===== config.mk =====
export PLATFORM = sky130hd
export DESIGN_NAME = lock_detect
export DESIGN_NICKNAME = d
export VERILOG_FILES = /design/src/hw/mp_loop_pkg.sv /design/src/hw/lock_detect.sv
export SDC_FILE = /design/constraint.sdc
export NUM_CORES = 1
export LEC_CHECK = 0
export BUFFER_PORTS_ARGS = -buffer_cell sky130_fd_sc_hd__buf_2
export CORE_MARGIN = 4
export CORE_UTILIZATION = 25
export CTS_CLUSTER_SIZE = 10
export DETAILED_ROUTE_END_ITERATION = 16
export GPL_ROUTABILITY_DRIVEN = 0
export PLACE_DENSITY = 0.49
export SLEW_MARGIN = 0
export SYNTH_ARGS = -nofsm -noshare
export SYNTH_HDL_FRONTEND = slang
export SYNTH_SLANG_ARGS = --single-unit

===== constraint.sdc =====
create_clock -name clk -period 1.62 [get_ports clk]
set_input_delay 0.162 -clock clk [delete_from_list [all_inputs] [get_ports clk]]
set_output_delay 0.162 -clock clk [all_outputs]
set_load 0.005 [all_outputs]

===== src/hw/mp_loop_pkg.sv =====
package mp_loop_pkg;

	// signed fraction word on every data port
	localparam int W = 18;
	localparam int PROD_W = 2 * W;

	// eight-cycle frame started by sync
	localparam int SLOTS = 8;
	localparam int SLOT_W = 3;
	localparam logic [SLOT_W-1:0] SLOT_MAG = 0;
	localparam logic [SLOT_W-1:0] SLOT_PHA = 1;
	localparam logic [SLOT_W-1:0] SLOT_CALC = 2;
	// first of the four lock comparison slots
	localparam logic [SLOT_W-1:0] SLOT_CMP = 3;
	// timer waits here for the next sync
	localparam logic [SLOT_W-1:0] SLOT_LAST = SLOT_W'(SLOTS - 1);

	// output frame layout
	localparam logic [SLOT_W-1:0] OUT_DRV_X = 0;
	localparam logic [SLOT_W-1:0] OUT_DRV_Y = 1;
	localparam logic [SLOT_W-1:0] OUT_SET_X = 2;
	localparam logic [SLOT_W-1:0] OUT_SET_P = 3;
	localparam logic [SLOT_W-1:0] OUT_GAIN = 4;

	// PI arithmetic
	localparam int AXES = 2;
	localparam int ACC_W = 24;
	localparam int KP_SHIFT = 8;
	localparam int KI_SHIFT = 12;
	localparam int P_W = PROD_W - KP_SHIFT;
	localparam int SUM_W = P_W + 1;

	// 2^17 * 2 / 1.64676^2 takes magnitude units to X units
	localparam int SET_SCALE = 96667;
	localparam int SET_SHIFT = 17;

	// one radian as a 17-bit fraction of a revolution
	localparam logic [W-1:0] RADIAN = 20861;
	localparam int THRESH_SHIFT = 9;
	localparam int LEVELS = 4;

endpackage


===== src/hw/lock_detect.sv =====
`timescale 1ns/1ps

module lock_detect (
	input  logic                                  clk,
	input  logic                                  rst,
	input  logic [mp_loop_pkg::SLOT_W-1:0]        slot,
	input  logic signed [mp_loop_pkg::W-1:0]      err_m,
	input  logic signed [mp_loop_pkg::W-1:0]      err_p,
	input  logic signed [mp_loop_pkg::W-1:0]      set_live,
	output logic [7:0]                            over
);
	import mp_loop_pkg::*;

	logic [W-2:0] abs_m;
	logic [W-2:0] abs_p;
	logic [W-2:0] th_m;
	logic [W-2:0] th_p;
	logic signed [W-1:0] set_sh;
	logic [1:0] level;
	logic [7:0] hits;
	logic done_q;
	logic done_q2;

	// 0.2% of setpoint at the first level with a shift of 9
	assign set_sh = set_live >>> THRESH_SHIFT;
	// slots 3 to 6 give levels 0 to 3
	assign level = 2'(slot - SLOT_CMP);

	always_ff @(posedge clk) begin
		if (slot == SLOT_CALC) begin
			// one's complement so -1 reads as 0
			abs_m <= err_m[W-1] ? ~err_m[W-2:0] : err_m[W-2:0];
			abs_p <= err_p[W-1] ? ~err_p[W-2:0] : err_p[W-2:0];
			th_m <= set_sh[W-2:0];
			// 0.002 rad first phase level
			th_p <= RADIAN[W-2:0] >> THRESH_SHIFT;
		end else begin
			th_m <= th_m >> 1;
			th_p <= th_p >> 1;
		end
		// strictly greater, an error at the threshold does not fire
		if (slot >= SLOT_CMP && slot < SLOT_CMP + LEVELS) begin
			hits[2 * level] <= abs_m > th_m;
			hits[2 * level + 1] <= abs_p > th_p;
		end
	end

	// publish with the clip bits, one cycle after out_sync
	always_ff @(posedge clk) begin
		if (rst) begin
			done_q <= 1'b0;
			done_q2 <= 1'b0;
			over <= '0;
		end else begin
			done_q <= slot == SLOT_LAST - 1'b1;
			done_q2 <= done_q;
			if (done_q2)
				over <= hits;
		end
	end

endmodule


# Yosys cells after proc, flatten, opt, wreduce, memory -nomap -nowiden
# Cells that the tools add are included.
[word_totals]
output_inout_bits = 8
word_cells = 36
input_bits = 59
ff_bits = 86
[op_classes]
bitwise = 2
addsub = 2
reduce_logical = 3
n_mux = 9
n_eq_ne = 2
n_lt_le_gt_ge = 8
[op_table]
columns = ["op", "count"]
rows = [
  ["greater-than comparator 17 bit", 2],
  ["2-to-1 mux 17 bit", 2],
  ["NOT 17 bit", 2],
  ["bitwise mux 8 bit", 2],
  ["2-to-1 mux 16 bit", 1],
  ["adder 3 x 1 -> 4 bit (second input constant)", 1],
  [">= comparator 4 x 1 -> 1 bit (second input constant)", 1],
  ["less-than comparator 3 x 4 -> 1 bit (second input constant)", 1],
  ["less-than comparator 4 bit (second input constant)", 1],
  ["demux 1 bit (select 3 bit)", 1],
  ["== test 3 x 2 -> 1 bit (second input constant)", 1],
  ["== test 3 bit (second input constant)", 1],
  [">= comparator 3 x 1 -> 1 bit (second input constant)", 1],
  [">= comparator 3 x 2 -> 1 bit (second input constant)", 1],
  ["logical AND 1 bit", 3],
  ["less-than comparator 3 bit (second input constant)", 1],
  ["demux 1 bit (select 2 bit)", 1],
  ["2-to-1 mux 1 bit", 2],
  ["subtractor 2 bit (second input constant)", 1],
]

# Depth between registers and ports, before layout
[depth]
ltp_word = 7
mapped_depth = 7
ltp_nobuf = 7

# Worst setup path after synthesis
# OpenSTA, ideal clock, no wires.
[synth_timing]
kind = "register -> register"
from = "register abs_p[2]"
to = "register hits[5] (data pin)"
setup_slack_ps = -159
t_arrival_ps = 1519
setup_time_ps = 260
period_less_slack_ps = 1779
t_required_ps = 1360
path_buffers = 0
stages_incl_launch_ff = 7
path_cell_list = "edfxtp_1 ha_1 a21o_1 a21o_1 a211o_1 a31oi_4 nor3b_1"
[synth_via]
elab_chain_cells = 2
[synth_lines]
columns = ["item", "line_no", "text"]
rows = [
  ["start, declared", "lock_detect.sv:15", "logic [W-2:0] abs_p;"],
  ["start signal, assigned", "lock_detect.sv:33", "abs_p <= err_p[W-1] ? ~err_p[W-2:0] : err_p[W-2:0];"],
  ["greater-than comparator 17 bit", "lock_detect.sv:44", "hits[2 * level + 1] <= abs_p > th_p;"],
  ["bitwise mux 8 bit", "lock_detect.sv:44", ""],
  ["end signal, assigned by index", "lock_detect.sv:43", "hits[2 * level] <= abs_m > th_m;"],
  ["end signal, assigned by index", "lock_detect.sv:44", ""],
  ["end, declared", "lock_detect.sv:20", "logic [7:0] hits;"],
]
# No other way between the ends.
# A chain may end at the register's enable or synchronous reset.

# Worst setup path in the final report
# Ends and elaborated chain as after synthesis.

==> impl_metrics.toml <==
[status]
violations = "negative setup slack"
status = "complete, but fails checks"

[synthesis]
synth_top_family_by_area = "XOR/XNOR gates"
synth-warning-count = 0
ys_types = 31
synthAdderAreaFrac = 0.0888
synth_compound_area_frac = 0.0718
syn-cell-area_mm2 = 0.00324
synthCells = 266
synth_mux_area_frac = 0.0247
synth_simple_gate_area_share = 0.0799
yosys_register_bits = 75
synth.avg_cell_area_um2 = 12.2
synth_xor_area_frac = 0.0919
seq_area_frac_synth = 0.593
synth_nets = 348

[global_route]
use_met1 = 0.112
overflow = 0
grt_pass1_wl_um = 9840
grt_pass1_vias = 2127
antenna_found_initial = 0
grt_max_degree = 26
grt.busiest_layer = "met2"
met2_usage = 0.127
grt_usage = 0.0866
use_met3 = 0.0316

[sta]
fmax_mhz = 554
final.setup.tns_ns = -1.35
finClkSkew_ns = 0.00644
drv_slew = 0
rsz0062_at_grt = "yes"
finalHoldViolCount = 0
setup_viol = 8
setup_ws_ns = -0.184
tightest_slew_ns = 0.505
whs_ns = 0.0313
relSlewSlack = 0.663
period_share = 1.11
period_needed_ns = 1.80

[finish]
nNetsFinal = 424
area_delta_synth_final_pct = 29.9
final_util = 0.332
diodes = 0
drive_gt1_frac = 0.291

[clock_network]
clockRootBuffer = "clkbuf_16"
clk_latency_ns = 0.33
cts_buffer_depth = 2
cts.clk_slew.worst_paths_ns = 0.06
htreeDepth = 3
clkSinkCount = 75
numCtsBuffers = 9
tritoncts = "done"

[pwr]
p_per_area_mw_per_mm2 = 1100
power.leakage_uw = 0.00179
ir_worst_vdd_v = 0.000380

[worst_setup_path]
critPathArrivalTime_ns = 1.88
required_ns = 1.70
startpoint_type = "flop"
critPathCaptureType = "flop"
path_class = "flop to flop"
path_max_fanout = 4

[die]
ioPinCount = 67
floorplan.initialDensity = 0.256
core-area_mm2 = 0.0127
die-width_um = 122
fp-row-count = 41
dieArea_mm2 = 0.0149
dieHeight_um = 122

[detailed_routing]
avgViaCountPerCell = 3.99
drc = 0
postRouteWirelength_um = 5910
firstDrtPassIters = 5
drt_iter0_drc = 41
wire_per_inst_um = 11.4
ant_nets = 0
vias = 2072

[job]
maxCapViolCount = 0

[place]
port_buffers = 57
dpl.hpwl_um = 4360

[hold_path]
hold_class = "input pin to flop"
## cells in the mapped netlist
cell,n,share of area
edfxtp_1,42,0.39
xor2_1,34,0.092
dfxtp_1,33,0.20
inv_1,26,0.030
ha_1,23,0.089
nor2_1,18,0.021
nand2_1,15,0.017
a21o_1,11,0.025
mux2i_1,8,0.025
o21ai_1,8,0.012
a21oi_1,7,0.011
buf_2,7,0.011
nand4_1,4,0.0077
nor3_1,4,0.0062
nor2b_1,3,0.0058
and2_1,2,0.0039
buf_6,2,0.0069
nand2b_1,2,0.0039
nand3_1,2,0.0031
nor3b_1,2,0.0046
nor4_1,2,0.0039
o21ai_0,2,0.0031
a211o_1,1,0.0027
a2bb2oi_1,1,0.0027
a31oi_4,1,0.0066
and3b_1,1,0.0027
clkbuf_1,1,0.0012
inv_2,1,0.0012
o221a_1,1,0.0035
o221ai_1,1,0.0027
o22ai_1,1,0.0019
## flip-flops by register name, indices dropped and copies added (netlist names)
signal   flops
abs_m       17
abs_p       17
done_q       1
done_q2      1
hits         8
over         8
th_m        17
th_p         6
## placed cells by master (no fill, tap or decap), types with 11 or more instances in the layout
master,count
dfxtp_1,33
buf_2,57
ha_1,20
nor2_1,18
buf_4,17
xor2_1,34
a21o_1,11
edfxtp_1,42
nand2_1,15
inv_1,26
## stage by stage
stage / power [uW] / instance area [um2] / worst slack [ns] / instances
detailed placement: 2730 / 3830 / -0.301 / 502
global route: 4880 / 4210 / -0.315 / 519
floorplan: 2530 / 3250 / -0.0775 / 266
finish: 4620 / 4210 / -0.184 / 519
global placement: 2720 / 3830 / -0.299 / 502
CTS: 4700 / 4190 / -0.175 / 519
## logic make-up after synthesis
| group | Yosys count |
|---|---|
| flip-flops | 75 |
| AND/OR/NAND/NOR | 55 |
| buffers and inverters | 37 |
| AO/OA/AOI/OAI | 34 |
| XOR/XNOR | 34 |
| adder cells (fa/ha/maj) | 23 |
| multiplexers | 8 |
## power by group
group / internal [uW] / total [uW] / switching [uW] / leakage, uW
Clock: 1160 / 1900 / 741 / 0.000148
Combinational: 264 / 527 / 263 / 0.000993
Sequential: 2150 / 2190 / 40.2 / 0.000653
## worst max-delay path: stages, from the launching register on
cell	delay (ns)
edfxtp_1	0.37
ha_1	0.30
a21o_1	0.16
a21o_1	0.17
a211o_1	0.28
a31oi_4	0.19
nor3b_1	0.08
## per-layer routing
metal | part of all wire | up-vias
li1 | - | 1064
met2 | 0.44 | 56
met3 | 0.060 | 12
met4 | 0.024 | 0
met5 | 0 | -
met1 | 0.48 | 940
## layout make-up
type / count / area (um2)
well taps: 172 / 215
inverters: 27 / 101
clock inverters: 4 / 21.3
clock buffers: 12 / 268
repair buffers: 75 / 433
multi-input cells: 154 / 1250
fillers: 1344 / 8460
flip-flops and latches: 75 / 1920
## what timing repair did
item | 4_1_cts | 5_1_grt
gates resized for setup | 9 | 2
buffers inserted | 1 | 0
setup endpoints to repair | 8 | 8
hold buffers | 0 | 0
cloned | 0 | 0
pin swaps | 10 | 3
## final timing paths
kind | start | endpoint | slack, ns | depth (start not counted)
worst max-delay path | abs_p[2] | hits[5] | -0.18 | 6
worst max register to register | abs_p[2] | hits[5] | -0.18 | 6
worst min register to register | th_p[5] | th_p[4] | 0.44 | 2
worst min-delay path | set_live[13] | th_m[4] | 0.03 | 3
Note: power is estimated with default switching activity, not from simulation.
