**config.mk**
```make
export PLATFORM = sky130hd
export DESIGN_NAME = sel_gate_fsm
export DESIGN_NICKNAME = d
export VERILOG_FILES = /design/src/hw/mp_loop_pkg.sv /design/src/hw/sel_gate_fsm.sv
export SDC_FILE = /design/constraint.sdc
export NUM_CORES = 1
export LEC_CHECK = 0
export BUFFER_PORTS_ARGS = -buffer_cell sky130_fd_sc_hd__buf_2
export CAP_MARGIN = 20
export CORE_ASPECT_RATIO = 1.1
export CORE_UTILIZATION = 55
export DETAILED_ROUTE_END_ITERATION = 10
export GPL_TIMING_DRIVEN = 0
export HOLD_SLACK_MARGIN = 0.03
export PLACE_DENSITY_LB_ADDON = 0.3
export SLEW_MARGIN = 40
export SYNTH_ARGS = -nofsm -noshare
export SYNTH_HDL_FRONTEND = slang
export SYNTH_SLANG_ARGS = --single-unit
```
**constraint.sdc**
```tcl
create_clock -name clk -period 3.55 [get_ports clk]
set_input_delay 0.71 -clock clk [delete_from_list [all_inputs] [get_ports clk]]
set_output_delay 0.71 -clock clk [all_outputs]
set_load 0.01 [all_outputs]
```
**src/hw/mp_loop_pkg.sv**
```systemverilog
package mp_loop_pkg;

	// signed fraction word on every data port
	localparam int W = 18;
	localparam int PROD_W = 2 * W;

	// eight-cycle frame started by sync
	localparam int SLOTS = 8;
	localparam int SLOT_W = 3;
	localparam logic [SLOT_W-1:0] SLOT_MAG = 0;
	localparam logic [SLOT_W-1:0] SLOT_PHA = 1;
	localparam logic [SLOT_W-1:0] SLOT_CALC = 2;
	// first of the four lock comparison slots
	localparam logic [SLOT_W-1:0] SLOT_CMP = 3;
	// timer waits here for the next sync
	localparam logic [SLOT_W-1:0] SLOT_LAST = SLOT_W'(SLOTS - 1);

	// output frame layout
	localparam logic [SLOT_W-1:0] OUT_DRV_X = 0;
	localparam logic [SLOT_W-1:0] OUT_DRV_Y = 1;
	localparam logic [SLOT_W-1:0] OUT_SET_X = 2;
	localparam logic [SLOT_W-1:0] OUT_SET_P = 3;
	localparam logic [SLOT_W-1:0] OUT_GAIN = 4;

	// PI arithmetic
	localparam int AXES = 2;
	localparam int ACC_W = 24;
	localparam int KP_SHIFT = 8;
	localparam int KI_SHIFT = 12;
	localparam int P_W = PROD_W - KP_SHIFT;
	localparam int SUM_W = P_W + 1;

	// 2^17 * 2 / 1.64676^2 takes magnitude units to X units
	localparam int SET_SCALE = 96667;
	localparam int SET_SHIFT = 17;

	// one radian as a 17-bit fraction of a revolution
	localparam logic [W-1:0] RADIAN = 20861;
	localparam int THRESH_SHIFT = 9;
	localparam int LEVELS = 4;

endpackage

```
**src/hw/sel_gate_fsm.sv**
```systemverilog
`timescale 1ns/1ps

module sel_gate_fsm (
	input  logic                                  clk,
	input  logic                                  rst,
	input  logic [mp_loop_pkg::SLOT_W-1:0]        slot,
	input  logic signed [mp_loop_pkg::W-1:0]      in_mp,
	input  logic signed [mp_loop_pkg::W-1:0]      sel_thresh,
	output logic                                  sel_ok
);
	import mp_loop_pkg::*;

	// input one cycle late so slot 0 sees the magnitude
	logic signed [W-1:0] in_d;
	logic signed [W-1:0] mag_q;
	logic above;
	logic below;

	// phase is meaningless at low amplitude
	assign above = mag_q > sel_thresh;
	// half threshold gives the hysteresis band
	assign below = mag_q < (sel_thresh >>> 1);

	always_ff @(posedge clk) begin
		in_d <= in_mp;
		if (slot == SLOT_MAG)
			mag_q <= in_d;
	end

	// sel_ok is the state bit
	// OFF to ON above threshold and ON to OFF below half
	always_ff @(posedge clk) begin
		if (rst) begin
			sel_ok <= 1'b0;
		end else if (slot == SLOT_PHA) begin
			if (above)
				sel_ok <= 1'b1;
			else if (below)
				sel_ok <= 1'b0;
		end
	end

	// one decision per frame so no chatter
	a_sel_tick: assert property (@(posedge clk) disable iff (rst)
		!$stable(sel_ok) |-> $past(slot) == SLOT_PHA)
		else $error("sel_ok moved outside the slot-1 tick");

endmodule

```
After elaboration in Yosys (flattened, before gate mapping)
Index checks and enable logic that the tools add are counted.
{"block": "op_classes", "magnitude_cmp": 2, "n_eq_ne": 1, "n_mux": 2, "reduce_logical": 3}
{"op": "$gt A18 B18 Y1", "n": 1}
{"op": "$lt A18 B17 Y1", "n": 1}
{"op": "$eq A3 B1 Y1 const B", "n": 1}
{"op": "$logic_not A3 Y1", "n": 1}
{"op": "$mux W1", "n": 2}
{"op": "$reduce_and A2 Y1", "n": 1}
{"op": "$reduce_bool A2 Y1", "n": 1}
{"block": "word_totals", "regBits": 37, "input_bits": 41, "out_inout_bits": 1, "word_cells": 11}

Longest topological paths before layout
{"block": "depth", "word_depth": 3, "ltp_mapped": 8, "mapped_depth_nobuf": 8}

Worst setup path before layout
Ideal clock, no wire load.
{"block": "synth_timing", "kind": "input to register", "from": "in slot[0] (netlist bit)", "to": "reg mag_q[0], enable pin", "setup_time_ns": 0.416, "arrival_time_ns": 2.034, "t_required_ns": 3.134, "path_slack_ns": 1.100, "cell_stages": 1, "path_buffers": 0, "cell_sequence": "nor3_1"}
{"block": "synth_via", "elab_chain_cells": 1}
{"element": "from (decl)", "line": "sel_gate_fsm.sv:6", "source": "input logic [mp_loop_pkg::SLOT_W-1:0] slot,"}
{"element": "$logic_not A3 Y1", "line": "sel_gate_fsm.sv:26", "source": "if (slot == SLOT_MAG)"}
{"element": "to (signal assigned)", "line": "sel_gate_fsm.sv:27", "source": "mag_q <= in_d;"}
{"element": "to (decl)", "line": "sel_gate_fsm.sv:15", "source": "logic signed [W-1:0] mag_q;"}
Every way passes these cells.
A chain may end at the register's enable or synchronous reset.

Final worst setup path
{"block": "layout_timing", "from": "in sel_thresh[11] (netlist bit)", "to": "reg sel_ok"}
{"block": "layout_via", "elab_chain_cells": 3, "elab_cells_between_ends": 5, "cone_classes": "2 x order compare; 1 x mux; 2 x reduce/logical"}
{"element": "from (decl)", "line": "sel_gate_fsm.sv:8", "source": "input logic signed [mp_loop_pkg::W-1:0] sel_thresh,"}
{"element": "$gt A18 B18 Y1 / $lt A18 B17 Y1 (equally long branches)", "line": "sel_gate_fsm.sv:20, sel_gate_fsm.sv:22"}
{"element": "$reduce_bool A2 Y1 (no source line)"}
{"element": "$reduce_and A2 Y1 (no source line)"}
{"element": "to (signal assigned)", "line": "sel_gate_fsm.sv:34", "source": "sel_ok <= 1'b0;"}
{"element": "to (signal assigned)", "line": "sel_gate_fsm.sv:37", "source": "sel_ok <= 1'b1;"}
{"element": "to (signal assigned)", "line": "sel_gate_fsm.sv:39", "source": "sel_ok <= 1'b0;"}
{"element": "to (decl)", "line": "sel_gate_fsm.sv:9", "source": "output logic sel_ok"}
Several ways; a longest one is shown, not always the timed one.

==> flow_metrics.py <==
metrics = {
    "finish": {
        "nFillCells": 247,
        "final_common_cell": "buf_2",
        "drive_above_1_share": 0.259,
        "mostFrequentLayoutCells": "buf_2 (42), ha_1 (34), inv_1 (21), dfxtp_1 (19), edfxtp_1 (18)",
        "nets": 271,
        "final_area_mm2": 0.00208,
        "diodes": 0,
        "synthToLayoutAreaGrowth_pct": 17.8,
    },
    "clocking": {
        "htreeDepth": 2,
        "cts_setup_buffers": 0,
        "numCtsBuffers": 5,
        "clock_path_buffers": 2,
        "root_buffer": "clkbuf_4",
        "clkSinkCount": 37,
        "clk_latency_ns": 0.32,
        "path_clk_slew_ns": 0.10,
        "tritoncts": "built",
        "ctsHoldBuffers": 0,
        "cts_resized": 0,
    },
    "placement": {
        "place_area_mm2": 0.00203,
        "hpwl_mm": 2.73,
        "port_buffers": 41,
        "place_congestion": 0.776,
    },
    "yosys": {
        "yosysTopAreaCell": "edfxtp_1",
        "synth-simple-area-share": 0.0688,
        "synthDominantCellAreaShare": 0.307,
        "ys_warn_count": 0,
        "synth_area_mm2": 0.00176,
        "synth.area.top_cells": "edfxtp_1 (31%), ha_1 (24%), dfxtp_1 (22%)",
        "synth_edf_count": 18,
        "synth_top_family_by_area": "adder cells",
        "avgSynthCellArea_um2": 12.1,
        "syn-instance-count": 146,
        "synth_fa_ha_area_frac": 0.241,
        "ys_seq_elements": 37,
        "ys_seq_area_frac": 0.522,
        "synth_xor_area_frac": 0,
        "synth_top_flop_cell": "dfxtp_1",
        "synthArstFlopShare": 0,
        "synth_compound_area_frac": 0.123,
        "syn_nets": 221,
        "synthMuxAreaShare": 0,
        "synth_cell_types": 29,
    },
    "routing": {
        "antenna_left": 0,
        "wire_per_inst_um": 13.9,
        "drc_errors": 0,
        "drt_wl_total_mm": 3.21,
        "drt_first_pass_iters": 4,
        "drtIter0Drc": 40,
        "vias": 1250,
        "vias_per_cell": 5.41,
    },
    "floorplanning": {
        "core_area_mm2": 0.00305,
        "die-area_mm2": 0.00344,
        "rows": 21,
        "die-height_um": 61.4,
        "die_w_um": 56.0,
        "ios": 42,
        "start_util": 0.578,
    },
    "sta": {
        "fmax_mhz": 478,
        "fin_crit_sh": 0.590,
        "rsz0062_at_grt": "false",
        "layout_min_cycle_time_ns": 2.09,
        "final.setup_skew_ns": 0.0105,
        "setup_viol": 0,
        "tightest_slew_ns": 0.458,
        "maxSlewHeadroom": 0.693,
        "slew_viol_final": 0,
        "fin_setup_tns_ns": 0,
        "hold_viol": 0,
    },
    "worst_setup_path": {
        "critPathRequiredTime_ns": 3.78,
        "arrival_ns": 2.32,
        "cp_slowest_cell": "a2111oi_2",
        "crit_family": "compound AO/OA/AOI/OAI gates",
        "startpoint_type": "input port",
        "worstSetupPathType": "input port to flip-flop",
        "r2r_cells": 6,
        "cp_max_fo": 2,
        "worst_setup_path_end_kind": "flip-flop",
        "ff2ff_setup_slack_ns": 1.54,
        "path_cells": "buf_2 > inv_1 > ha_1 > a21o_1 > a221o_1 > a2111oi_2 > a21oi_1 > o21a_1",
        "worst-path-buf-inv": 2,
        "slowest_delay_ns": 0.37,
        "cp.depth": 8,
        "worstReg2RegEnd": "sel_ok",
        "worstReg2RegStart": "mag_q[11]",
    },
    "hold_path": {
        "hold_class": "flip-flop to flip-flop",
        "min_path_cells": 0,
        "hp-start": "in_d[2]",
        "min_to": "mag_q[2]",
    },
    "global_routing": {
        "grt_pass1_wl_mm": 5.06,
        "antenna_found_initial": 0,
        "overflow": 0,
        "grt_pass1_vias": 1271,
        "grt_usage": 0.200,
        "grt_max_degree": 11,
    },
    "power_and_ir_drop": {
        "peakVddDrop_mv": 0.369,
        "power.density_mw_per_mm2": 359,
        "p_leak_nw": 1.02,
    },
    "job": {
        "drv_cap": 0,
    },
    "outcome": {
        "status": "finished, final reports clean",
    },
}
==> final cells by class <==
type                    instances  area, µm²  area share
repair buffers                 43        218       0.105
flip-flops and latches         37        921       0.443
inverters                      21       78.8      0.0380
multi-input cells              88        768       0.370
clock buffers                   8       48.8      0.0235
well taps                      34       42.5      0.0205
==> metrics by stage <==
| stage | utilization | setup slack [ns] | power [mW] | std cells | hold WS [ns] |
|---|---|---|---|---|---|
| after floorplan | - | 1.10 | 0.522 | 146 | 0.386 |
| after global placement | 0.660 | 0.677 | 0.552 | 221 | 0.387 |
| after detailed placement | 0.665 | 1.12 | 0.561 | 223 | 0.389 |
| after CTS | 0.681 | 1.47 | 0.754 | 231 | 0.401 |
| after global routing | 0.681 | 1.39 | 0.785 | 231 | 0.418 |
| final | 0.681 | 1.46 | 0.746 | 231 | 0.397 |
==> flip-flops by register name, indices dropped and copies added, names as in the netlist <==
| name | flops |
|---|---|
| in_d | 18 |
| mag_q | 18 |
| sel_ok | 1 |
==> cells by family (layout without fill, tap and decap cells) <==
kind of cell	after synthesis	in the layout
flip-flops	37	37
AND/OR/NAND/NOR	22	22
AO/OA/AOI/OAI	32	32
adder cells (fa/ha/maj)	34	34
buffers and inverters	21	72
==> worst max-delay path by stage <==
stage	from	endpoint	slack [ns]
6_report	sel_thresh[11]	sel_ok	1.46
4_1_cts	sel_thresh[11]	sel_ok	1.47
3_3_place_gp	slot[0]	mag_q[11]	0.68
5_1_grt	sel_thresh[11]	sel_ok	1.39
2_1_floorplan	slot[0]	mag_q[0]	1.10
3_5_place_dp	sel_thresh[11]	sel_ok	1.12
==> cells in the mapped netlist (2+ instances only) <==
cell / count
nand2b_1: 2
o21a_1: 2
o211ai_1: 2
nor2_1: 2
a21oi_1: 13
inv_1: 21
nand2_1: 4
nor3_1: 3
nand3_1: 2
dfxtp_1: 19
ha_1: 34
nand4_1: 4
and3_1: 2
a21o_1: 4
edfxtp_1: 18
==> layer usage <==
layer  global-route usage  up-vias  routed length, µm
li1                     -      637                  -
met1                0.209      563               1350
met2                0.354       36               1650
met3               0.0546       14                 87
met4                0.153        0                121
met5                    0        -                  0
==> worst register-to-register path: stages (launching register included) <==
cell and delay (ns):
edfxtp_1 0.43, ha_1 0.32, a21o_1 0.19, a221o_1 0.34
a2111oi_2 0.37, a21oi_1 0.10, o21a_1 0.18
==> where the power goes <==
group,internal [mW],leakage [nW],switching (mW),total (mW)
Clock,0.0789,0.0265,0.114,0.193
Combinational,0.0427,0.667,0.0425,0.0851
Sequential,0.462,0.325,0.00473,0.467
Total,0.584,1.02,0.162,0.746
No activity file was read; power rests on OpenSTA's default activity.
