==> src/hw/mp_loop_pkg.sv <==
package mp_loop_pkg;

	// signed fraction word on every data port
	localparam int W = 18;
	localparam int PROD_W = 2 * W;

	// eight-cycle frame started by sync
	localparam int SLOTS = 8;
	localparam int SLOT_W = 3;
	localparam logic [SLOT_W-1:0] SLOT_MAG = 0;
	localparam logic [SLOT_W-1:0] SLOT_PHA = 1;
	localparam logic [SLOT_W-1:0] SLOT_CALC = 2;
	// first of the four lock comparison slots
	localparam logic [SLOT_W-1:0] SLOT_CMP = 3;
	// timer waits here for the next sync
	localparam logic [SLOT_W-1:0] SLOT_LAST = SLOT_W'(SLOTS - 1);

	// output frame layout
	localparam logic [SLOT_W-1:0] OUT_DRV_X = 0;
	localparam logic [SLOT_W-1:0] OUT_DRV_Y = 1;
	localparam logic [SLOT_W-1:0] OUT_SET_X = 2;
	localparam logic [SLOT_W-1:0] OUT_SET_P = 3;
	localparam logic [SLOT_W-1:0] OUT_GAIN = 4;

	// PI arithmetic
	localparam int AXES = 2;
	localparam int ACC_W = 24;
	localparam int KP_SHIFT = 8;
	localparam int KI_SHIFT = 12;
	localparam int P_W = PROD_W - KP_SHIFT;
	localparam int SUM_W = P_W + 1;

	// 2^17 * 2 / 1.64676^2 takes magnitude units to X units
	localparam int SET_SCALE = 96667;
	localparam int SET_SHIFT = 17;

	// one radian as a 17-bit fraction of a revolution
	localparam logic [W-1:0] RADIAN = 20861;
	localparam int THRESH_SHIFT = 9;
	localparam int LEVELS = 4;

endpackage

==> src/hw/frame_slot_timer.sv <==
`timescale 1ns/1ps

module frame_slot_timer (
	input  logic                             clk,
	input  logic                             rst,
	input  logic                             sync,
	output logic [mp_loop_pkg::SLOT_W-1:0]   slot,
	output logic                             frame_ok
);
	import mp_loop_pkg::*;

	// set once the last slot has been held a cycle with no sync
	logic parked;
	logic regular;
	logic missing;

	// sync exactly eight cycles after the one before
	assign regular = sync && slot == SLOT_LAST && !parked;
	// the cycle where sync was due passed without one
	assign missing = !sync && slot == SLOT_LAST && !parked;

	always_ff @(posedge clk) begin
		if (rst) begin
			slot <= SLOT_LAST;
			parked <= 1'b1;
			frame_ok <= 1'b0;
		end else begin
			// restart on sync, otherwise count up and wait at the last slot
			if (sync)
				slot <= '0;
			else if (slot != SLOT_LAST)
				slot <= slot + 1'b1;
			parked <= !sync && slot == SLOT_LAST;
			// early, late or missing sync all drop the flag
			if (regular)
				frame_ok <= 1'b1;
			else if (sync || missing)
				frame_ok <= 1'b0;
		end
	end

	// a regular stream only ever syncs from the last slot
	a_sync_spacing: assert property (@(posedge clk) disable iff (rst)
		sync && frame_ok |-> slot == SLOT_LAST)
		else $error("sync off the frame grid while frame_ok is high");

endmodule

==> config.mk <==
export PLATFORM = sky130hd
export DESIGN_NAME = frame_slot_timer
export DESIGN_NICKNAME = d
export VERILOG_FILES = /design/src/hw/mp_loop_pkg.sv /design/src/hw/frame_slot_timer.sv
export SDC_FILE = /design/constraint.sdc
export NUM_CORES = 1
export LEC_CHECK = 0
export ABC_CLOCK_PERIOD_IN_PS = 1320
export BUFFER_PORTS_ARGS = -buffer_cell sky130_fd_sc_hd__buf_2
export CAP_MARGIN = 20
export CORE_AREA = 3 3 40 42
export CTS_CLUSTER_SIZE = 10
export DETAILED_ROUTE_END_ITERATION = 7
export DIE_AREA = 0 0 43 45
export PLACE_DENSITY_LB_ADDON = 0.1
export SYNTH_ARGS = -nofsm -noshare
export SYNTH_HDL_FRONTEND = slang
export SYNTH_SLANG_ARGS = --single-unit
==> constraint.sdc <==
create_clock -name clk -period 1.32 [get_ports clk]
set_clock_uncertainty 0.1 [all_clocks]
set_input_delay 0.066 -clock clk [delete_from_list [all_inputs] [get_ports clk]]
set_output_delay 0.066 -clock clk [all_outputs]
set_load 0.01 [all_outputs]
# Word-level counts from Yosys, hierarchy flattened
# Index checks and enable logic that the tools add are counted.
# Widths: inputs -> output; s select.
# op_classes
reduce_logical,9
n_addsub,1
n_eq_ne,2
muxes,4
# op_table
cell,count
$mux 3,2
$logic_and 1x1->1,4
$reduce_bool 2->1,2
$add 3x1->3 const B,1
$eq 3x3->1 const B,1
$ne 3x3->1 const B,1
$logic_not 1->1,2
$mux 1,2
$logic_or 1x1->1,1
# totals
reg_bits,5
output_inout_bits,4
elab_cells,19
input_bits,3

# Longest topological paths before layout
# Gate-level depths: netlist of the first run.
# depth
depth_word,6
depth_mapped,6
mapped_depth_nobuf,5

# Least setup slack after synthesis of the first run
# Ideal clock, no wire load.
# synth_path
path_type,register -> register
startpoint,register slot[0] (netlist bit)
endpoint,register frame_ok
path_slack_ns,-0.145
t_arrival_ns,1.296
path_buffers,1
stages_incl_launch_ff,7
setup_ns,0.070
period_less_slack_ns,1.465
t_required_ns,1.150
path_cell_list,dfxtp_1 ha_1 ha_1 buf_4 inv_2 or3_1 a21oi_1
# synth_between
elab_chain_cells,5
elab_cells_between_ends,8
# synth_lines
item,line_no,rtl
from (decl),frame_slot_timer.sv:7,"output logic [mp_loop_pkg::SLOT_W-1:0] slot,"
from (signal assigned),frame_slot_timer.sv:32,slot <= slot + 1'b1;
$eq 3x3->1 *,"frame_slot_timer.sv:18, frame_slot_timer.sv:20",
$logic_and 1x1->1 (2 in series),frame_slot_timer.sv:20,assign missing = !sync && slot == SLOT_LAST && !parked;
$logic_or 1x1->1,frame_slot_timer.sv:37,else if (sync || missing)
$reduce_bool 2->1 (no line),n/a,
to (signal assigned),frame_slot_timer.sv:26,frame_ok <= 1'b0;
to (signal assigned),frame_slot_timer.sv:36,frame_ok <= 1'b1;
to (signal assigned),frame_slot_timer.sv:38,frame_ok <= 1'b0;
to (decl),frame_slot_timer.sv:8,output logic frame_ok
# Every way passes the cells marked *; elsewhere a longest branch is shown, timed or not.
# A chain may end at the register's enable or synchronous reset.

# Worst setup path after layout of the first run
# layout_path
startpoint,register slot[1] (netlist bit)
endpoint,register slot[0] (netlist bit)
# layout_between
elab_chain_cells,2
# layout_lines
item,line_no,rtl
$ne 3x3->1,frame_slot_timer.sv:31,else if (slot != SLOT_LAST)
$reduce_bool 2->1 (no line),n/a,
# No other way between the ends.

==> metrics.csv, run 1 <==
stage;metric;value;unit
worst_setup_path;r2r_cells;5;
grt;antenna_found_initial;0;
route;wl_met2;206;µm
placed_design;dp_slack;0.0250;ns
hold_path;min_to;frame_ok;
logic_synthesis;synth.distinct_cells;12;
placed_design;placedCellCount;40;
power_and_ir_drop;combPwrFrac;0.260;
die;dieArea;0.00194;mm²
power_and_ir_drop;irDropWorstVdd;0.605;mV
logic_synthesis;ys_async_sr_fraction;0;
logic_synthesis;synth.most_common_cell;dfxtp_1;
worst_setup_path;start_kind;register;
timing;period_minus_slack;1.27;ns
clocking;cts.repair.resized;0;
timing;fmax;785;MHz
logic_synthesis;ys_ff_latch;5;
worst_setup_path;path_class;reg -> reg;
logic_synthesis;syn_nets;25;
logic_synthesis;synth-edff-count;0;
route;drtIter0Drc;1;
worst_setup_path;critPathCaptureType;register;
grt;overflow;0;
worst_setup_path;rr_endpoint;slot[0];
logic_synthesis;synthesis.instances;20;
grt;grt_pass1_vias;187;
logic_synthesis;synth_top_area_frac;0.460;
final_layout;finalNetCount;39;
route;ant_nets;0;
route;dr_wl_met3;52;µm
outcome;outcome;finished clean;
route;highest_layer;met3;
die;row_count;13;
worst_setup_path;r2r_start;slot[1];
timing;fin_hold_ws;0.395;ns
power_and_ir_drop;power_density;1330;mW/mm²
timing;setup_viol;0;
die;core;0.00128;mm²
die;pin_count;7;
logic_synthesis;yosysSeqAreaShare;0.460;
grt;grt_usage;0.0617;
clocking;worstSkewPairLatency;0.24;ns
timing;grt_setup_unrepaired;yes;
power_and_ir_drop;p_int;0.000361;W
die;die_w;43;µm
power_and_ir_drop;total_power;0.000485;W
worst_setup_path;cp.arrival;1.31;ns
clocking;clock-sinks;5;
power_and_ir_drop;clkPwrFrac;0.360;
timing;maxSlewViolCount;0;
timing;min_period_over_period;0.965;
timing;relSlewSlack;0.915;
clocking;cts_tree;done;
hold_path;hold_class;reg -> reg;
logic_synthesis;yosysWarnings;0;
power_and_ir_drop;p_seq_frac;0.380;
route;first_pass_iters;2;
placed_design;io_buffers;6;
worst_setup_path;worstPathMaxFanout;3;
clocking;cts.path.max_buffers;2;
die;die_h;45;µm
grt;grt_pass1_wl;814;µm
clocking;cts_buffers;3;
timing;tns;0;ns
power_and_ir_drop;power.switching;0.000125;W
route;wl;452;µm
power_and_ir_drop;switching_share;0.257;
logic_synthesis;ys.flop_type;dfxtp_1;
grt;grt_max_degree;6;
final_layout;drive_gt1_frac;0.485;
timing;finalHoldViolations;0;
logic_synthesis;synth_area_leaders;dfxtp_1, ha_1, mux2i_1, a21o_1, o21bai_1;
clocking;cts_htree_levels;1;
worst_setup_path;r2r_slack;0.05;ns
route;vias;193;
logic_synthesis;syn_area;218;µm²
logic_synthesis;yosysTopAreaCell;dfxtp_1;
route;vias_per_cell;4.02;
die;initial_utilization;0.169;
final_layout;diodes;0;
timing;tightest_slew;0.124;ns
flow_run;drv_cap;0;
clocking;path_clk_slew;0.04;ns
route;drc;0;
final_layout;stdcell_count;48;
clocking;root_buffer;clkbuf_4;
worst_setup_path;cp_data_required_time;1.35;ns
final_layout;num-fill-cells;132;
hold_path;min-delay-start;frame_ok;
route;met1_length;193;µm
final_layout;area_delta_synth_final;67.8;%
placed_design;place.gp.congestion;0.566;
logic_synthesis;synth_area_per_cell;10.9;µm²
timing;fin_ws;0.0466;ns
logic_synthesis;synth_common_cells;dfxtp_1, a21o_1, ha_1, mux2i_1, o21bai_1;
hold_path;whs_path_depth;2;
power_and_ir_drop;power_leakage;0.157;nW
route;wl_per_cell;9.42;µm
[worst max-delay path: stages (launching register included)]
cell     delay [ns]
dfxtp_4        0.35
ha_4           0.16
ha_4           0.17
buf_12         0.12
xnor2_1        0.11
a21o_1         0.15
[stage by stage]
stage	util	cell area [µm²]
after global routing	0.284	365
after global placement	0.227	292
after detailed placement	0.227	292
after floorplan	-	254
final	0.284	365
after CTS	0.263	338
[timing repair]
item                       4_1_cts  5_1_grt
setup endpoints to repair        0        1
hold endpoints to repair         5        0
setup buffers                    0        2
hold buffers                     2        0
[per-layer routing]
layer | vias to the layer above | global-route usage
li1 | 95 | -
met1 | 89 | 0.0605
met2 | 9 | 0.0898
met3 | 0 | 0.0637
met4 | 0 | 0.0181
met5 | - | 0
[worst max-delay path by stage]
stage / start / endpoint / slack [ns] / cells after the start
final: slot[1] / slot[0] / 0.05 / 5
after global routing: slot[1] / frame_ok / -0.02 / 5
after detailed placement: slot[1] / frame_ok / 0.02 / 5
after global placement: slot[0] / frame_ok / 0.06 / 5
after floorplan: slot[1] / frame_ok / 0.02 / 6
after CTS: slot[1] / frame_ok / 0.01 / 5
[logic make-up after synthesis]
logic type                 after synthesis  synth area share
AOI/OAI and AO/OA                        6             0.195
xor gates and xnor gates                 1            0.0402
adders and majority gates                2             0.115
buffers and inverters                    3            0.0689
DFF                                      5             0.460
muxes                                    2            0.0920
and+or+nand+nor                          1            0.0288
[flip-flops by register name, indices dropped and copies added, names as in the netlist]
signal    flops
parked        1
frame_ok      1
slot          3
[final cells by class]
cell class                      count  area, µm²  area share
Tap cell                           15       18.8      0.0514
Clock buffer                        4       26.3      0.0719
Timing Repair Buffer               10       77.6       0.212
Multi-Input combinational cell     12        128       0.349
Inverter                            2       7.51      0.0205
Sequential cell                     5        108       0.295
[layout by cell type (no fill, tap or decap), types with 2 or more instances in the layout]
| cell type | count |
|---|---|
| buf_2 | 6 |
| ha_4 | 2 |
| dfxtp_1 | 3 |
| clkbuf_4 | 3 |
| dfxtp_4 | 2 |
| a21o_1 | 2 |
| o21bai_1 | 2 |
| dlygate4sd3_1 | 2 |
| mux2i_1 | 2 |
[power by group through the flow]
stage	clock network (W)	registers (W)	logic, W
after global routing	0.000201	0.000188	0.000144
after CTS	0.000185	0.000185	0.000105
final	0.000175	0.000185	0.000126
after floorplan	0	0.000193	0.0000692
after global placement	0	0.000187	0.0000971
after detailed placement	0	0.000188	0.0000999
Power figures use the tool's default switching activity.
==> inputs of run 2 (changes only) <==
ABC_CLOCK_PERIOD_IN_PS = 1600   (was 1320)
clock period = 1.6 ns   (was 1.32 ns; I/O delays follow)
==> run 2 against run 1 <==
  * Combinational power shrank 39%
  * Via count shrank 7.3%
  * Sequential power shrank 21%
  * Design area shrank 14%
  * Sequential share of layout area grew 2.5 points
  * Non-clock buffer count shrank 1
  * Cell count shrank 2.1%
  * Die area is the same
  * Highest routed layer unchanged
==> metrics.csv, run 2 (same netlist as run 1, synthesis figures left out) <==
stage;metric;value;unit;change
outcome;outcome;finished clean;;unchanged
timing;maxSlewViolCount;0;;unchanged
route;vias;179;;was 193
worst_setup_path;worstPathMaxFanout;4;;was 3
clocking;cts_buffers;3;;unchanged
grt;use_met1;0.0506;;was 0.0605
grt;antenna_found_initial;0;;unchanged
clocking;path_clk_slew;0.04;ns;about the same
timing;fmax;676;MHz;was 785 MHz
die;row_count;13;;unchanged
final_layout;stdcell_count;47;;was 48
die;core;0.00128;mm²;unchanged
final_layout;drive_gt1_frac;0.344;;was 0.485
grt;grt_use_met2;0.0838;;was 0.0898
power_and_ir_drop;irDropWorstVdd;0.387;mV;was 0.605 mV
final_layout;final_common_cell;buf_2;;unchanged
timing;period_minus_slack;1.48;ns;was 1.27 ns
route;wl;418;µm;was 452 µm
route;first_pass_iters;1;;was 2
route;drtIter0Drc;0;;was 1
worst_setup_path;path_buf_inv;1;;unchanged
clocking;root_buffer;clkbuf_4;;unchanged
timing;setup_viol;0;;unchanged
worst_setup_path;slowest_stage;dfxtp_1;;was dfxtp_4
placed_design;place.gp.congestion;0.665;;was 0.566
grt;grt_pass1_vias;183;;was 187
timing;tns;0;ns;unchanged
worst_setup_path;start_kind;register;;unchanged
timing;finalHoldViolations;0;;unchanged
final_layout;multi_input_area;103;µm²;was 128 µm²
grt;busiest_layer;met2;;unchanged
route;vias_per_cell;3.81;;was 4.02
grt;grt_pass1_wl;731;µm;was 814 µm
timing;grt_setup_unrepaired;no;;was yes
die;dieArea;0.00194;mm²;unchanged
die;die_h;45;µm;unchanged
placed_design;io_buffers;6;;unchanged
worst_setup_path;r2r_start;slot[0];;was slot[1]
timing;relSlewSlack;0.873;;was 0.915
clocking;clock-sinks;5;;unchanged
final_layout;num-fill-cells;142;;was 132
die;initial_utilization;0.169;;unchanged
worst_setup_path;cp_data_required_time;1.67;ns;was 1.35 ns
final_layout;area_delta_synth_final;43.7;%;was 67.8%
worst_setup_path;path_cells;ha_1 > ha_1 > inv_2 > or3_1 > a21oi_1;;was ha_4 > ha_4 > buf_12 > xnor2_1 > a21o_1
final_layout;finalNetCount;38;;was 39
worst_setup_path;critPathCaptureType;register;;unchanged
worst_setup_path;path_class;reg -> reg;;unchanged
power_and_ir_drop;power_leakage;0.147;nW;was 0.157 nW
grt;grt_max_degree;6;;unchanged
final_layout;layout_common_cells;buf_2, dfxtp_1, clkbuf_4;;was buf_2, clkbuf_4, dfxtp_1
hold_path;min-delay-start;frame_ok;;unchanged
final_layout;largest_reg_flops;3;;unchanged
final_layout;seq_area;100;µm²;was 108 µm²
placed_design;placedCellCount;41;;was 40
route;ant_nets;0;;unchanged
final_layout;top_register;slot;;unchanged
worst_setup_path;cp.arrival;1.55;ns;was 1.31 ns
final_layout;diodes;0;;unchanged
die;die_w;43;µm;unchanged
clocking;cts_htree_levels;1;;unchanged
route;wl_per_cell;8.89;µm;was 9.42 µm
die;pin_count;7;;unchanged
timing;tightest_slew;0.190;ns;was 0.124 ns
worst_setup_path;cp_top_family;adder cells;;was flip-flops
clocking;worstSkewPairLatency;0.24;ns;about the same
worst_setup_path;crit_top_cell;ha_1;;was ha_4
timing;min_period_over_period;0.924;;was 0.965
worst_setup_path;startpoint;slot[0];;was slot[1]
route;drc;0;;unchanged
worst_setup_path;r2r_slack;0.12;ns;was 0.05 ns
power_and_ir_drop;power_density;1180;mW/mm²;was 1330 mW/mm²
worst_setup_path;slowest_delay;0.36;ns;was 0.35 ns
grt;overflow;0;;unchanged
grt;grt_usage;0.0566;;was 0.0617
hold_path;hold_class;reg -> reg;;unchanged
flow_run;drv_cap;0;;unchanged
placed_design;hpwl;350;µm;
grt;grt_use_met3;0.0279;;was 0.0637
clocking;cts.path.max_buffers;2;;unchanged
final_layout;largestRegisters;slot (3), frame_ok (1), parked (1);;unchanged
clocking;cts_tree;done;;unchanged
[run 2: cell count changes in the layout (fill, tap and decap cells not counted)]
cell and change:
buf_12 -1, dfxtp_1 +2, dfxtp_4 -2, ha_1 +2, ha_4 -2
[run 2: path summary, 6_finish.rpt]
check	cells after the start	endpoint
hold / removal	2	frame_ok
setup / recovery	5	frame_ok
hold reg to reg	2	frame_ok
setup reg to reg	5	frame_ok
[run 2: worst reg2reg max path, delay by kind of cell (launching register included)]
| family | cells | cell delay [ns] |
|---|---|---|
| buf+inv | 1 | 0.05 |
| flops | 1 | 0.36 |
| simple gates | 1 | 0.34 |
| fa+ha+maj | 2 | 0.42 |
| compound gates | 1 | 0.14 |
[run 2: area by class of cell]
| class | instances | area share |
|---|---|---|
| clock buffers | 4 | 0.0840 |
| repair buffers | 9 | 0.184 |
| flip-flops and latches | 5 | 0.320 |
| inverters | 2 | 0.0240 |
| multi-input cells | 12 | 0.328 |
| well taps | 15 | 0.0600 |
[run 2: repair_timing]
| action | in CTS | in global routing |
|---|---|---|
| hold buffers | 2 | 0 |
| gates resized for setup | 0 | 0 |
| setup buffers | 0 | 0 |
| hold endpoints to repair | 5 | 0 |
[run 2: per-layer routing]
| metal | vias to the layer above | part of all wire | wire length (µm) |
|---|---|---|---|
| met5 | - | 0 | 0 |
| met4 | 0 | 0 | 0 |
| met3 | 0 | 0.062 | 26 |
| met2 | 3 | 0.53 | 222 |
| met1 | 83 | 0.40 | 168 |
| li1 | 93 | - | - |
[run 2: power by group]
part           switching [W]  internal [W]  total (W)
Clock              0.0000502     0.0000942   0.000144
Sequential        0.00000827      0.000138   0.000146
Combinational      0.0000356     0.0000416  0.0000772
Total              0.0000941      0.000274   0.000368
[run 2: stage by stage]
step / power, W / utilization / hold slack (ns) / worst slack (ns) / cell area (µm²)
2_1_floorplan: 0.000199 / - / 0.0491 / 0.135 / 218
3_3_place_gp: 0.000220 / 0.207 / 0.208 / 0.164 / 267
3_5_place_dp: 0.000224 / 0.207 / 0.207 / 0.115 / 267
4_1_cts: 0.000379 / 0.243 / 0.408 / 0.101 / 313
5_1_grt: 0.000399 / 0.243 / 0.430 / 0.0481 / 313
6_report: 0.000368 / 0.243 / 0.395 / 0.121 / 313
==> inputs of run 3 (changes only) <==
==> constraint.sdc (replaced) <==
create_clock -name clk -period 1.6 [get_ports clk]
set_clock_uncertainty 0.1 [all_clocks]
set_input_delay 0.32 -clock clk [delete_from_list [all_inputs] [get_ports clk]]
set_output_delay 0.32 -clock clk [all_outputs]
set_load 0.01 [all_outputs]
==> run 3 against run 2 <==
  * Non-clock buffer count decreased by 2
  * Worst setup slack about the same
  * Clock power about the same
  * Routed wire length decreased by 0.96%
  * Combinational power decreased by 4.7%
  * Utilization decreased by 1.6 points
  * Cell count decreased by 4.3%
  * Clock-buffer cell count unchanged
  * Register-to-register slack about the same
  * Largest power group unchanged
  * Highest routed layer unchanged
==> metrics.csv, run 3 (same netlist as run 1, synthesis figures left out) <==
stage;metric;value;unit;change
power_and_ir_drop;clkPwrFrac;0.396;;was 0.393
route;wl_per_cell;9.20;µm;was 8.89 µm
final_layout;finalNetCount;36;;was 38
flow_run;drv_cap;0;;unchanged
final_layout;num-fill-cells;142;;unchanged
placed_design;placedCellCount;41;;unchanged
timing;relSlewSlack;0.873;;unchanged
placed_design;io_buffers;6;;unchanged
die;die_w;43;µm;unchanged
final_layout;top_register;slot;;unchanged
die;core;0.00128;mm²;unchanged
grt;grt_pass1_wl;731;µm;unchanged
timing;period_minus_slack;1.48;ns;about the same
power_and_ir_drop;p_int;0.000271;W;was 0.000274 W
clocking;hold_buffers;0;;was 2
die;initial_utilization;0.169;;unchanged
die;dieArea;0.00194;mm²;unchanged
power_and_ir_drop;power_leakage;0.139;nW;was 0.147 nW
worst_setup_path;cp.arrival;1.55;ns;about the same
grt;overflow;0;;unchanged
placed_design;hpwl;350;µm;unchanged
route;first_pass_iters;1;;unchanged
final_layout;largest_reg_flops;3;;unchanged
hold_path;hold_class;in -> reg;;was reg -> reg
timing;setup_viol;0;;unchanged
clocking;path_clk_slew;0.04;ns;about the same
worst_setup_path;path_class;reg -> reg;;unchanged
timing;maxSlewViolCount;0;;unchanged
final_layout;diodes;0;;unchanged
final_layout;area_delta_synth_final;34.5;%;was 43.7%
clocking;clock-sinks;5;;unchanged
timing;grt_setup_unrepaired;no;;unchanged
clocking;cts.path.max_buffers;2;;unchanged
power_and_ir_drop;irDropWorstVdd;0.387;mV;about the same
power_and_ir_drop;switching_share;0.257;;was 0.256
power_and_ir_drop;power.switching;0.0000937;W;was 0.0000941 W
route;vias;171;;was 179
placed_design;dpl_cell_area;267;µm²;unchanged
final_layout;fin_area;293;µm²;was 313 µm²
timing;tightest_slew;0.190;ns;unchanged
grt;grt_usage;0.0566;;unchanged
die;pin_count;7;;unchanged
final_layout;drive_gt1_frac;0.367;;was 0.344
route;vias_per_cell;3.80;;was 3.81
outcome;outcome;finished clean;;unchanged
clocking;post-cts-setup-buffers;0;;unchanged
clocking;worstSkewPairLatency;0.24;ns;about the same
route;drc;0;;unchanged
final_layout;layout_common_cells;buf_2, dfxtp_1, clkbuf_4;;unchanged
worst_setup_path;worstPathMaxFanout;4;;unchanged
final_layout;final_common_cell;buf_2;;unchanged
route;wl;414;µm;was 418 µm
die;row_count;13;;unchanged
grt;grt_max_degree;6;;unchanged
timing;fmax;676;MHz;about the same
grt;grt_use_met3;0.0279;;unchanged
grt;grt_pass1_vias;187;;was 183
route;drtIter0Drc;0;;unchanged
route;ant_nets;0;;unchanged
grt;antenna_found_initial;0;;unchanged
clocking;cts_tree;done;;unchanged
power_and_ir_drop;p_seq_frac;0.401;;was 0.397
power_and_ir_drop;power_density;1240;mW/mm²;was 1180 mW/mm²
clocking;cts.repair.resized;0;;unchanged
placed_design;place.gp.congestion;0.665;;unchanged
clocking;cts_buffers;3;;unchanged
grt;use_met1;0.0506;;unchanged
timing;min_period_over_period;0.925;;was 0.924
final_layout;largestRegisters;slot (3), frame_ok (1), parked (1);;unchanged
timing;finalHoldViolations;0;;unchanged
grt;grt_use_met2;0.0838;;unchanged
die;die_h;45;µm;unchanged
worst_setup_path;critPathCaptureType;register;;unchanged
timing;tns;0;ns;unchanged
worst_setup_path;start_kind;register;;unchanged
worst_setup_path;cp_data_required_time;1.67;ns;about the same
timing;fin_hold_ws;0.195;ns;was 0.395 ns
power_and_ir_drop;combPwrFrac;0.202;;was 0.210
final_layout;stdcell_count;45;;was 47
clocking;cts_htree_levels;1;;unchanged
clocking;root_buffer;clkbuf_4;;unchanged
grt;busiest_layer;met2;;unchanged
-- run 3: final cells by class --
| cell class | instances | area, µm² | share of cell area |
|---|---|---|---|
| clock buffers | 4 | 26.3 | 0.0897 |
| inverters | 2 | 7.51 | 0.0256 |
| multi-input cells | 12 | 103 | 0.350 |
| flip-flops and latches | 5 | 100 | 0.342 |
| well taps | 15 | 18.8 | 0.0641 |
| repair buffers | 7 | 37.5 | 0.128 |
-- run 3: per-layer routing --
layer,share of wire,up-vias
met5,0,-
met4,0,0
met3,0.063,0
met2,0.53,3
met1,0.41,79
li1,-,89
-- run 3: critical path: stages (launching register included) --
cell and delay [ns]:
dfxtp_1 0.36, ha_1 0.17, ha_1 0.25, inv_2 0.05, or3_1 0.34, a21oi_1 0.14
-- run 3: power by group through the flow --
stage               Combinational (W)  Sequential, W  Clock [W]
floorplan                   0.0000455       0.000153          0
CTS                         0.0000756       0.000146   0.000153
finish                      0.0000736       0.000146   0.000144
global route                0.0000840       0.000148   0.000163
detailed placement          0.0000752       0.000149          0
global placement            0.0000725       0.000148          0
-- run 3: stage by stage --
stage,setup slack [ns],utilization,power [W]
finish,0.121,0.228,0.000364
global route,0.0481,0.228,0.000395
CTS,0.101,0.228,0.000375
detailed placement,0.115,0.207,0.000224
global placement,0.164,0.207,0.000220
floorplan,0.135,-,0.000199
-- run 3: final timing paths --
kind | end | slack (ns) | from | cells past startpoint
worst max-delay path | frame_ok | 0.12 | slot[0] | 5
worst min-delay path | slot[2] | 0.19 | sync | 2
worst max register to register | frame_ok | 0.12 | slot[0] | 5
worst min register to register | frame_ok | 0.39 | frame_ok | 2
